### src/logic/commit_pkg.sv
package commit_pkg;

    // ##################################################
    // basic data types
    // ##################################################

    typedef logic [31:0] word_t;
    typedef logic [31:0] addr_t;
    typedef logic [4:0]  regid_t;

    // mult/div result, hi half on top.
    typedef logic [63:0] dword_t;

    // functional unit that produced a lane's result.
    typedef enum logic [3:0] {
        ALU1,
        ALU2,
        BRU,
        AGU,
        HILO,
        CP0,
        MLT,
        DIV,
        NONE
    } fu_t;

    // ##################################################
    // register numbers
    // ##################################################

    localparam regid_t R0 = 5'd0;
    // link register for branch-and-link.
    localparam regid_t RA = 5'd31;

    // ##################################################
    // trace queue sizing
    // ##################################################

    localparam int DEBUG_DEPTH = 8;
    localparam int DEBUG_PTR_W = $clog2(DEBUG_DEPTH);

endpackage

### src/logic/arch_state.sv
`timescale 1ns/1ps

module arch_state (
    input  logic               clk,
    input  logic               rst_n,

    input  commit_pkg::regid_t wa5,
    input  commit_pkg::word_t  wd5,
    input  logic               write_en1,
    input  commit_pkg::regid_t wa6,
    input  commit_pkg::word_t  wd6,
    input  logic               write_en2,

    input  commit_pkg::word_t  hi_data,
    input  commit_pkg::word_t  lo_data,
    input  logic               write_hi,
    input  logic               write_lo,

    input  commit_pkg::regid_t gpr_raddr,
    output commit_pkg::word_t  gpr_rdata,
    output commit_pkg::word_t  hi,
    output commit_pkg::word_t  lo
);
    import commit_pkg::*;

    // r0 has no storage.
    word_t regs [1:31];

    // ##################################################
    // general registers
    // ##################################################

    // lane 2 is younger, so its write goes last and wins.
    always_ff @(posedge clk) begin
        if (!rst_n) begin
            for (int i = 1; i < 32; i++) begin
                regs[i] <= '0;
            end
        end else begin
            if (write_en1 && wa5 != R0) begin
                regs[wa5] <= wd5;
            end
            if (write_en2 && wa6 != R0) begin
                regs[wa6] <= wd6;
            end
        end
    end

    assign gpr_rdata = (gpr_raddr == R0) ? '0 : regs[gpr_raddr];

    // ##################################################
    // hi / lo
    // ##################################################

    always_ff @(posedge clk) begin
        if (!rst_n) begin
            hi <= '0;
            lo <= '0;
        end else begin
            if (write_hi) begin
                hi <= hi_data;
            end
            if (write_lo) begin
                lo <= lo_data;
            end
        end
    end

    r0_never_written: assert property (
        @(posedge clk) disable iff (!rst_n)
        !(write_en1 && wa5 == R0) && !(write_en2 && wa6 == R0)
    ) else $error("write to r0 requested, wa5=%h wa6=%h", wa5, wa6);

endmodule

### src/logic/commit_exc.sv
`timescale 1ns/1ps

module commit_exc (
    input  logic               exec_en1,
    input  commit_pkg::fu_t    exec_fu1,
    input  commit_pkg::regid_t exec_target1,
    input  commit_pkg::addr_t  exec_pc1,
    input  logic               exec_en2,
    input  commit_pkg::fu_t    exec_fu2,
    input  commit_pkg::regid_t exec_target2,
    input  commit_pkg::addr_t  exec_pc2,

    input  commit_pkg::word_t  alu1_result,
    input  commit_pkg::word_t  alu2_result,
    input  commit_pkg::word_t  agu_result,
    input  commit_pkg::word_t  hilo_result,
    input  commit_pkg::word_t  cop0_result,
    input  commit_pkg::addr_t  bru_link_pc,
    input  commit_pkg::dword_t mlt_result,
    input  commit_pkg::dword_t div_result,
    input  logic               hilo_write_hi,
    input  logic               hilo_write_lo,

    input  logic               exception1_en,
    input  logic               exception2_en,
    input  logic               bru_adel,

    output commit_pkg::regid_t wa5,
    output commit_pkg::regid_t wa6,
    output commit_pkg::word_t  wd5,
    output commit_pkg::word_t  wd6,
    output logic               write_en1,
    output logic               write_en2,
    output commit_pkg::word_t  hi_data,
    output commit_pkg::word_t  lo_data,
    output logic               write_hi,
    output logic               write_lo,

    output logic               push1,
    output logic               push2,
    output commit_pkg::addr_t  trace_pc1,
    output logic               trace_wen1,
    output commit_pkg::regid_t trace_wnum1,
    output commit_pkg::word_t  trace_data1,
    output commit_pkg::addr_t  trace_pc2,
    output logic               trace_wen2,
    output commit_pkg::regid_t trace_wnum2,
    output commit_pkg::word_t  trace_data2
);
    import commit_pkg::*;

    // lane 1 still retires on a branch address error so the link reg lands.
    assign push1 = exec_en1 && (!exception1_en || bru_adel);
    assign push2 = exec_en2 && !exception1_en && !exception2_en;

    // ##################################################
    // register write-back
    // ##################################################

    always_comb begin
        wa5 = R0;
        wd5 = '0;
        write_en1 = 1'b0;
        if (push1 && exec_target1 != R0) begin
            write_en1 = 1'b1;
            wa5 = exec_target1;
            unique case (exec_fu1)
                ALU1: wd5 = alu1_result;
                BRU: begin
                    wa5 = RA;
                    wd5 = bru_link_pc;
                end
                AGU:  wd5 = agu_result;
                HILO: wd5 = hilo_result;
                CP0:  wd5 = cop0_result;
                MLT:  wd5 = mlt_result[31:0];
                default: begin
                    wa5 = R0;
                    write_en1 = 1'b0;
                end
            endcase
        end
    end

    // no branch unit on lane 2.
    always_comb begin
        wa6 = R0;
        wd6 = '0;
        write_en2 = 1'b0;
        if (push2 && exec_target2 != R0) begin
            write_en2 = 1'b1;
            wa6 = exec_target2;
            unique case (exec_fu2)
                ALU2: wd6 = alu2_result;
                AGU:  wd6 = agu_result;
                HILO: wd6 = hilo_result;
                CP0:  wd6 = cop0_result;
                MLT:  wd6 = mlt_result[31:0];
                default: begin
                    wa6 = R0;
                    write_en2 = 1'b0;
                end
            endcase
        end
    end

    // ##################################################
    // hi/lo update
    // ##################################################

    always_comb begin
        write_hi = 1'b0;
        write_lo = 1'b0;
        hi_data = '0;
        lo_data = '0;
        if (push2 && (exec_fu2 == MLT || exec_fu2 == DIV)) begin
            write_hi = 1'b1;
            write_lo = 1'b1;
            {hi_data, lo_data} = (exec_fu2 == MLT) ? mlt_result : div_result;
        end else if (push1 && (exec_fu1 == MLT || exec_fu1 == DIV)) begin
            write_hi = 1'b1;
            write_lo = 1'b1;
            {hi_data, lo_data} = (exec_fu1 == MLT) ? mlt_result : div_result;
        end else if ((push2 && exec_fu2 == HILO) || (push1 && exec_fu1 == HILO)) begin
            // mthi/mtlo, one word to whichever half is strobed.
            write_hi = hilo_write_hi;
            write_lo = hilo_write_lo;
            hi_data = hilo_result;
            lo_data = hilo_result;
        end
    end

    // ##################################################
    // trace entries
    // ##################################################

    assign trace_pc1   = push1 ? exec_pc1 : '0;
    assign trace_wen1  = push1 && exec_target1 != R0;
    assign trace_wnum1 = push1 ? exec_target1 : R0;
    assign trace_data1 = trace_wen1 ? wd5 : '0;

    assign trace_pc2   = push2 ? exec_pc2 : '0;
    assign trace_wen2  = push2 && exec_target2 != R0;
    assign trace_wnum2 = push2 ? exec_target2 : R0;
    assign trace_data2 = trace_wen2 ? wd6 : '0;

    always_comb begin
        assert final (!write_en1 || (push1 && wa5 != R0))
            else $error("lane 1 write without retire or to r0, wa5=%h", wa5);
        assert final (!write_en2 || (push2 && wa6 != R0))
            else $error("lane 2 write without retire or to r0, wa6=%h", wa6);
        assert final (!(write_hi || write_lo) || push1 || push2)
            else $error("hi/lo written with no lane retiring");
    end

endmodule

### src/logic/commit_top.sv
`timescale 1ns/1ps

module commit_top (
    input  logic               clk,
    input  logic               rst_n,

    input  logic               exec_en1,
    input  commit_pkg::fu_t    exec_fu1,
    input  commit_pkg::regid_t exec_target1,
    input  commit_pkg::addr_t  exec_pc1,
    input  logic               exec_en2,
    input  commit_pkg::fu_t    exec_fu2,
    input  commit_pkg::regid_t exec_target2,
    input  commit_pkg::addr_t  exec_pc2,
    input  commit_pkg::word_t  alu1_result,
    input  commit_pkg::word_t  alu2_result,
    input  commit_pkg::word_t  agu_result,
    input  commit_pkg::word_t  hilo_result,
    input  commit_pkg::word_t  cop0_result,
    input  commit_pkg::addr_t  bru_link_pc,
    input  commit_pkg::dword_t mlt_result,
    input  commit_pkg::dword_t div_result,
    input  logic               hilo_write_hi,
    input  logic               hilo_write_lo,
    input  logic               exception1_en,
    input  logic               exception2_en,
    input  logic               bru_adel,

    input  commit_pkg::regid_t gpr_raddr,
    output commit_pkg::word_t  gpr_rdata,
    output commit_pkg::word_t  hi,
    output commit_pkg::word_t  lo,

    output logic               debug_stall,
    output logic               debug_wb_valid,
    output commit_pkg::addr_t  debug_wb_pc,
    output logic [3:0]         debug_wb_rf_wen,
    output commit_pkg::regid_t debug_wb_rf_wnum,
    output commit_pkg::word_t  debug_wb_rf_wdata
);
    import commit_pkg::*;

    // register file and hi/lo write side.
    regid_t wa5, wa6;
    word_t  wd5, wd6;
    logic   write_en1, write_en2;
    word_t  hi_data, lo_data;
    logic   write_hi, write_lo;

    // retired entries into the trace queue.
    logic   push1, push2;
    addr_t  trace_pc1, trace_pc2;
    logic   trace_wen1, trace_wen2;
    regid_t trace_wnum1, trace_wnum2;
    word_t  trace_data1, trace_data2;

    commit_exc  u_commit_exc  (.*);
    arch_state  u_arch_state  (.*);
    debug_queue u_debug_queue (.*);

endmodule

### src/logic/debug_queue.sv
`timescale 1ns/1ps

module debug_queue (
    input  logic               clk,
    input  logic               rst_n,

    input  logic               push1,
    input  logic               push2,
    input  commit_pkg::addr_t  trace_pc1,
    input  logic               trace_wen1,
    input  commit_pkg::regid_t trace_wnum1,
    input  commit_pkg::word_t  trace_data1,
    input  commit_pkg::addr_t  trace_pc2,
    input  logic               trace_wen2,
    input  commit_pkg::regid_t trace_wnum2,
    input  commit_pkg::word_t  trace_data2,

    output logic               debug_stall,
    output logic               debug_wb_valid,
    output commit_pkg::addr_t  debug_wb_pc,
    output logic [3:0]         debug_wb_rf_wen,
    output commit_pkg::regid_t debug_wb_rf_wnum,
    output commit_pkg::word_t  debug_wb_rf_wdata
);
    import commit_pkg::*;

    addr_t  pc_mem   [DEBUG_DEPTH];
    logic   wen_mem  [DEBUG_DEPTH];
    regid_t wnum_mem [DEBUG_DEPTH];
    word_t  data_mem [DEBUG_DEPTH];

    logic [DEBUG_PTR_W-1:0] wr_ptr;
    logic [DEBUG_PTR_W-1:0] rd_ptr;
    logic [DEBUG_PTR_W:0]   count;
    logic [DEBUG_PTR_W:0]   count_next;
    logic [1:0]             n_push;
    logic                   pop;

    // first incoming entry; lane 2 alone takes the lane 1 slot.
    addr_t  in_pc;
    logic   in_wen;
    regid_t in_wnum;
    word_t  in_data;

    addr_t  head_pc;
    logic   head_wen;
    regid_t head_wnum;
    word_t  head_data;

    assign n_push  = {1'b0, push1} + {1'b0, push2};
    assign in_pc   = push1 ? trace_pc1 : trace_pc2;
    assign in_wen  = push1 ? trace_wen1 : trace_wen2;
    assign in_wnum = push1 ? trace_wnum1 : trace_wnum2;
    assign in_data = push1 ? trace_data1 : trace_data2;

    // ##################################################
    // storage
    // ##################################################

    always_ff @(posedge clk) begin
        if (n_push != 2'd0) begin
            pc_mem[wr_ptr]   <= in_pc;
            wen_mem[wr_ptr]  <= in_wen;
            wnum_mem[wr_ptr] <= in_wnum;
            data_mem[wr_ptr] <= in_data;
        end
        if (n_push == 2'd2) begin
            pc_mem[wr_ptr + 1'b1]   <= trace_pc2;
            wen_mem[wr_ptr + 1'b1]  <= trace_wen2;
            wnum_mem[wr_ptr + 1'b1] <= trace_wnum2;
            data_mem[wr_ptr + 1'b1] <= trace_data2;
        end
    end

    // empty queue lets the incoming entry straight through.
    always_comb begin
        if (count != '0) begin
            head_pc   = pc_mem[rd_ptr];
            head_wen  = wen_mem[rd_ptr];
            head_wnum = wnum_mem[rd_ptr];
            head_data = data_mem[rd_ptr];
        end else begin
            head_pc   = in_pc;
            head_wen  = in_wen;
            head_wnum = in_wnum;
            head_data = in_data;
        end
    end

    assign pop = (count != '0) || (n_push != 2'd0);
    assign count_next = count + (DEBUG_PTR_W+1)'(n_push) - (DEBUG_PTR_W+1)'(pop);

    always_ff @(posedge clk) begin
        if (!rst_n) begin
            wr_ptr <= '0;
            rd_ptr <= '0;
            count <= '0;
        end else begin
            wr_ptr <= wr_ptr + DEBUG_PTR_W'(n_push);
            rd_ptr <= rd_ptr + DEBUG_PTR_W'(pop);
            count <= count_next;
        end
    end

    // fewer than two slots free.
    assign debug_stall = count > (DEBUG_PTR_W+1)'(DEBUG_DEPTH - 2);

    // ##################################################
    // trace port
    // ##################################################

    always_ff @(posedge clk) begin
        if (!rst_n) begin
            debug_wb_valid <= 1'b0;
            debug_wb_rf_wen <= '0;
        end else begin
            debug_wb_valid <= pop;
            debug_wb_rf_wen <= {4{pop && head_wen}};
        end
    end

    always_ff @(posedge clk) begin
        if (pop) begin
            debug_wb_pc <= head_pc;
            debug_wb_rf_wnum <= head_wnum;
            debug_wb_rf_wdata <= head_data;
        end
    end

    no_overflow: assert property (
        @(posedge clk) disable iff (!rst_n)
        count_next <= (DEBUG_PTR_W+1)'(DEBUG_DEPTH)
    ) else $error("trace queue overflow, count=%h push=%h", count, n_push);

endmodule

### config.mk
export PLATFORM = sky130hd
export DESIGN_NAME = commit_top
export DESIGN_NICKNAME = d
export VERILOG_FILES = /design/src/logic/commit_pkg.sv /design/src/logic/arch_state.sv /design/src/logic/commit_exc.sv /design/src/logic/commit_top.sv /design/src/logic/debug_queue.sv
export SDC_FILE = /design/constraint.sdc
export NUM_CORES = 2
export LEC_CHECK = 0
export BUFFER_PORTS_ARGS = -buffer_cell sky130_fd_sc_hd__buf_2
export CAP_MARGIN = 20
export CORE_UTILIZATION = 50
export DETAILED_ROUTE_END_ITERATION = 12
export GPL_TIMING_DRIVEN = 0
export PLACE_DENSITY_LB_ADDON = 0.08
export SLEW_MARGIN = 20
export SYNTH_ARGS = -nofsm -noshare
export SYNTH_HDL_FRONTEND = slang
export SYNTH_SLANG_ARGS = --single-unit
### constraint.sdc
create_clock -name clk -period 17.7 [get_ports clk]
set_clock_uncertainty 0.2 [all_clocks]
set_input_delay 0.885 -clock clk [delete_from_list [all_inputs] [get_ports clk]]
set_output_delay 0.885 -clock clk [all_outputs]
set_load 0.01 [all_outputs]
**After elaboration in Yosys (flattened, before gate mapping)**

Memories as Yosys holds them, arrays and structs flattened. A register that Yosys moved wholly into a read port is not among the register bits.
Cells that the tools add are included.

- Register bits: 145
- RAM bits: 1,552
- Input bits: 416
- Output and inout port bits: 171
- Word-level logic and storage cells: 126
- Memories kept: 5

Memories:

| memory | depth | bits a word | read ports | clocked after Yosys merged registers in | wr ports | RTL line | source |
|---|---|---|---|---|---|---|---|
| u_arch_state.regs | 31 | 32 | 1 | 0 | 31 | arch_state.sv:27 | `word_t regs [1:31];` |
| u_debug_queue.data_mem | 8 | 32 | 1 | 1 | 2 | debug_queue.sv:30 | `word_t data_mem [DEBUG_DEPTH];` |
| u_debug_queue.pc_mem | 8 | 32 | 1 | 1 | 2 | debug_queue.sv:27 | `addr_t pc_mem [DEBUG_DEPTH];` |
| u_debug_queue.wnum_mem | 8 | 5 | 1 | 1 | 2 | debug_queue.sv:29 | `regid_t wnum_mem [DEBUG_DEPTH];` |
| u_debug_queue.wen_mem | 8 | 1 | 1 | 1 | 2 | debug_queue.sv:28 | `logic wen_mem [DEBUG_DEPTH];` |

- $add $sub $neg: 6
- Order comparisons: 1
- Equality and inequality tests: 13
- Mux-type cells: 59
- Reductions and logical operators: 32

Operators with widths:

| kind | number |
|---|---|
| $mux 32 | 17 |
| $pmux 32 s6 | 1 |
| $pmux 32 s5 | 1 |
| $mux 64 | 2 |
| $reduce_or 32->1 | 2 |
| $mux 5 | 8 |
| $eq 4x3->1 const B | 8 |
| $mux 1 | 25 |
| $reduce_bool 5->1 | 4 |
| $eq 4x2->1 const B | 3 |
| $logic_and 1x1->1 | 12 |
| $mux 3 | 4 |
| $pmux 5 s2 | 1 |
| $reduce_or 5->1 | 2 |
| $reduce_or 6->1 | 1 |
| $logic_not 5->1 | 1 |
| $logic_or 1x1->1 | 5 |
| $add 4x2->4 | 1 |
| $eq 4x1->1 const B | 1 |
| $gt 4x3->1 const B | 1 |
| $logic_not 4->1 | 1 |
| $reduce_bool 4->1 | 1 |
| $sub 4x1->4 | 1 |
| $add 3x1->3 | 1 |
| 6 further kinds | 7 |

**Depth between registers and ports, before layout**

- Depth in word-level cells: 12
- Depth in mapped cells: 14
- Mapped depth without buffers: 12

**Cells and area by module**

A second synthesis with hierarchy kept.

- Cell total of the unflattened synthesis: 6,704
- Area, all modules: 88,533.7 um2

By module, submodules not included:

| module | times used | cells each | area each (um2) | sequential area each (um2) |
|---|---|---|---|---|
| arch_state | 1 | 3,477 | 52,635.5 | 32,030.7 |
| debug_queue | 1 | 2,452 | 30,551.8 | 19,128.3 |
| commit_exc | 1 | 775 | 5,346.4 | 0.0 |

**Worst setup path before layout**

OpenSTA, ideal clock, no wires.

- Path kind: input to register
- Start: in bru_adel
- End: mem u_debug_queue.data_mem[0][0] in the netlist's numbering (enable)
- Library setup time: 0.601 ns
- Data arrival time: 7.295 ns
- Required time: 16.899 ns
- Path slack: 9.604 ns
- Stages on the path: 7
- Path buffers: 2
- Cell sequence: nand2b_1 clkbuf_1 nand2_2 clkbuf_1 ha_1 or2_2 o31ai_1

RTL lines:

| what | RTL line | source |
|---|---|---|
| start: declaration | commit_top.sv:27 | `input logic bru_adel,` |
| end: declaration | debug_queue.sv:30 |  |

**Final worst setup path**

- Start: in gpr_raddr[1]
- End: out gpr_rdata[31]

- Longest elaborated chain between the ends: 2
- Elaborated cells between the ends (all ways): 3
- Those cells by class: mux (1); reduce/logical (1); memory (1)

Ends and longest elaborated chain:

| what | RTL line | source |
|---|---|---|
| start: declaration | commit_top.sv:29 | `input commit_pkg::regid_t gpr_raddr,` |
| $mem_v2 31x32 / $logic_not 5->1 (equally long branches) | n/a |  |
| $mux 32 (*) | arch_state.sv:49 | `assign gpr_rdata = (gpr_raddr == R0) ? '0 : regs[gpr_raddr];` |
| end: declaration | commit_top.sv:30 | `output commit_pkg::word_t gpr_rdata,` |

Every way passes the cells marked *; elsewhere a longest branch is shown, timed or not.

==> impl_results.md <==
- Status: finished clean
- Clk pwr share: 34.8%
- PortBufs: about 580
- Power Total: ~0.011 W
- HPWL Detailed: around 320000 um
- Number of synthesized register bits: between 1.5k and 2k
- P_sw: approximately 0.0032 W
- Max Slew Vio Count: 0
- Post-DRT Antenna Nets: 0
- Post-synthesis sequential area ratio: a little under 60%
- Synth top area share: between 50% and 60%
- Core ar.: 174000 sq um
- Clock slew at reported path FFs: 0.06 ns
- DR vias: 74.21k
- I/O pins: about 600
- Final Setup Violations: 0
- # H-tree levels: 4
- Post-CTS Setup Repair Bufs: 0
- Cell Area, Synth: slightly below 90000 sq um
- Int Pwr: between 0.007 and 0.008 W
- Hold depth: 4
- Grt ovf: 0
- Final period util: 37.26%
- Multi-input logic area: ~33000 sq um
- Wire per inst: between 40 and 50 um
- Worst Tran Pin Value: around 1.4 ns
- Cell count after synthesis: 6901
- CTS resizes: 0
- Post-synth ARST share: 0%
- Pwr Density: about 110 nW/um^2
- Final Core Density: about 58%
- Fmax: 151.6 MHz
- Sink Count: 1729
- Worst EP arrival: 5.51 ns
- Largest area contributor in the netlist: edfxtp_1
- Crit-path max FO: 10
- Setup_tns: 0 ns
- Die W: between 400 and 500 um
- Hold WS: 0.1876 ns
- Worst setup EP type: primary output
- Top post-synthesis cells by count: edfxtp_1, o22ai_1, clkbuf_1, a21oi_1, mux4_2
- CTS buffer count: 185
- RePlAce Congestion: between 1 and 1.5
- Hold Crit Class: input pin to register
- Largest net degree at the start of global routing: about 50
- First-pass GRT wire length: ~560000 um
- Max VDD drop: 0.00009635 V
- Layout cells sized above 1: about a fifth
- Register area: 51160 sq um
- Die Footprint: ~180000 sq um
- Total GRT Usage: around 46%
- Root Buffer: clkbuf_16
- CTS tree: yes
- Final hold vios: 0
- Num rows: approximately 150
- Ranking of synthesized cells by area: edfxtp_1, mux4_2, o22ai_1
- Critical path class: input pin to primary output
- RSZ-0062 raised after global routing: false
- Switch share: approximately 30%
- Starting Density: 50.38%
- Fillers: about 15k
- EDFF count, synth: 1653
- Worst Setup Start Kind: input pin
- Largest buffer count on any clock path: 3
- Die height: between 400 and 500 um
- Unique cell type count in the Yosys netlist: 83
- DR iter-0 viols: 12.55k
- Vias in the first global route: ~70k
- TritonRoute pass-1 iters: 9
- # nets final: between 8k and 9k
- Inst Count DP: 9934
- Combinational Power Share: slightly above 20%
- Initial antenna violation count: 75
- Min cycle time layout: roughly 6.6 ns
- Routed vias/inst: 7.185
- Leakage power: 34.00 nW
- Post-route DRC violation count: 0
- Final WL: approximately 410000 um
- Layout area overhead: 16.01%
- Syn_area_per_cell: around 13 sq um
- Reg2reg path depth: 8
- Most frequently used flop master after synthesis: edfxtp_1
- CP required: around 17 ns
- Non-filler instance count after layout: 10.33k
- Worst-Skew Late Latency: 0.88 ns
- Hold-fix buffers, CTS: 0
- Most numerous cell in the Yosys netlist: edfxtp_1
- Slew HR: under 10%
- Sequential Power Share: between 40% and 50%
- Max Cap Viol: 0
- Synth Warn #: 0
==> power by group through the flow <==
stage | sequential [W] | combinational (W) | clock, W
floorplan | 0.00501 | 0.00117 | 0
global placement | 0.00501 | 0.00209 | 0
detailed placement | 0.00498 | 0.00216 | 0
CTS | 0.00490 | 0.00217 | 0.00377
global route | 0.00492 | 0.00230 | 0.00392
finish | 0.00490 | 0.00223 | 0.00381
==> cells in the final DEF (no fill, tap or decap), drive strengths merged, types with 13 or more instances in the layout <==
master and instances:
a22oi 26, and2 53, dfxtp 76, mux2i 284, nor3b 21, o21ai 300, mux2 23, diode 49
clkinv 78, o22a 15, clkbuf 913, ha 13, nor2 344, o2111a 32, nand3b 22, inv 48
nor4 41, a21o 32, a221o 40, and3b 36, a32o 64, buf 904, nand3 284, nor3 21
a211oi 105, a211o 41, and3 17, a21oi 461, mux4 396, nand4 18, nor2b 123, conb 32
nand2b 21, edfxtp 1653, o22ai 951, nand2 318
==> critical path, stage by stage <==
cell      delay, ns
clkbuf_1       0.35
clkbuf_1       0.89
clkbuf_1       0.53
clkbuf_1       0.96
mux4_2         0.41
o22ai_1        0.11
nor4_1         1.05
buf_2          0.30
==> sequential cells by signal, summed over array words and instances (netlist names) <==
register                         count
u_debug_queue.data_mem             256
u_debug_queue.wen_mem                8
u_debug_queue.count                  4
u_arch_state.lo                     32
u_debug_queue.debug_wb_pc           32
u_debug_queue.pc_mem               256
u_debug_queue.rd_ptr                 3
u_debug_queue.debug_wb_valid         1
u_debug_queue.debug_wb_rf_wen        1
u_debug_queue.debug_wb_rf_wdata     32
u_debug_queue.wnum_mem              40
u_arch_state.regs                 1024
u_arch_state.hi                     32
u_debug_queue.debug_wb_rf_wnum       5
u_debug_queue.wr_ptr                 3
==> metrics by stage <==
step	instance area, sq um	setup WS [ns]
3_5_place_dp	95810	11.38
4_1_cts	101500	11.47
6_report	101700	11.11
2_1_floorplan	87780	9.604
3_3_place_gp	93600	2.455
5_1_grt	101700	11.41
==> layer usage <==
layer | GRT usage, % | wire [um] | up-vias
li1 | - | - | 29480
met1 | 58.14 | 143700 | 37170
met2 | 66.77 | 179200 | 6214
met3 | 14.51 | 54450 | 1308
met4 | 34.43 | 36790 | 36
met5 | 0 | 252 | -
==> final cells by class <==
class                      instances  share of cell area (%)
antenna                           49                  0.1206
timing repair buffer             680                   4.573
inverter                          48                  0.1772
sequential                      1729                   50.30
clock inverter                    91                  0.6643
clock buffer                     251                   4.948
tap                             2325                   2.860
buffer                           886                   3.520
multi-input combinational       4269                   32.83
==> cell families (layout without fill, tap and decap cells) <==
| logic type | count (synthesis) | after routing | share of synthesized area (%) |
|---|---|---|---|
| xor+xnor | 6 | 6 | 0.05996 |
| compound gates | 2142 | 2142 | 15.48 |
| other cells | 1 | 81 | 0.004278 |
| simple gates | 1371 | 1371 | 7.883 |
| buf+inv | 934 | 1956 | 4.275 |
| flops | 1729 | 1729 | 58.36 |
| fa+ha+maj | 15 | 15 | 0.2312 |
| mux | 703 | 703 | 13.71 |
==> worst paths after layout <==
| kind | slack, ns | endpoint | start |
|---|---|---|---|
| max | 11.11 | gpr_rdata[31] | gpr_raddr[1] |
| max reg2reg | 12.97 | u_debug_queue.pc_mem[6][12] | u_debug_queue.wr_ptr[1] |
| min | 0.19 | u_arch_state.hi[21] | div_result[53] |
| min reg2reg | 0.27 | u_arch_state.hi[14] | u_arch_state.hi[14] |
Power figures use the tool's default switching activity.
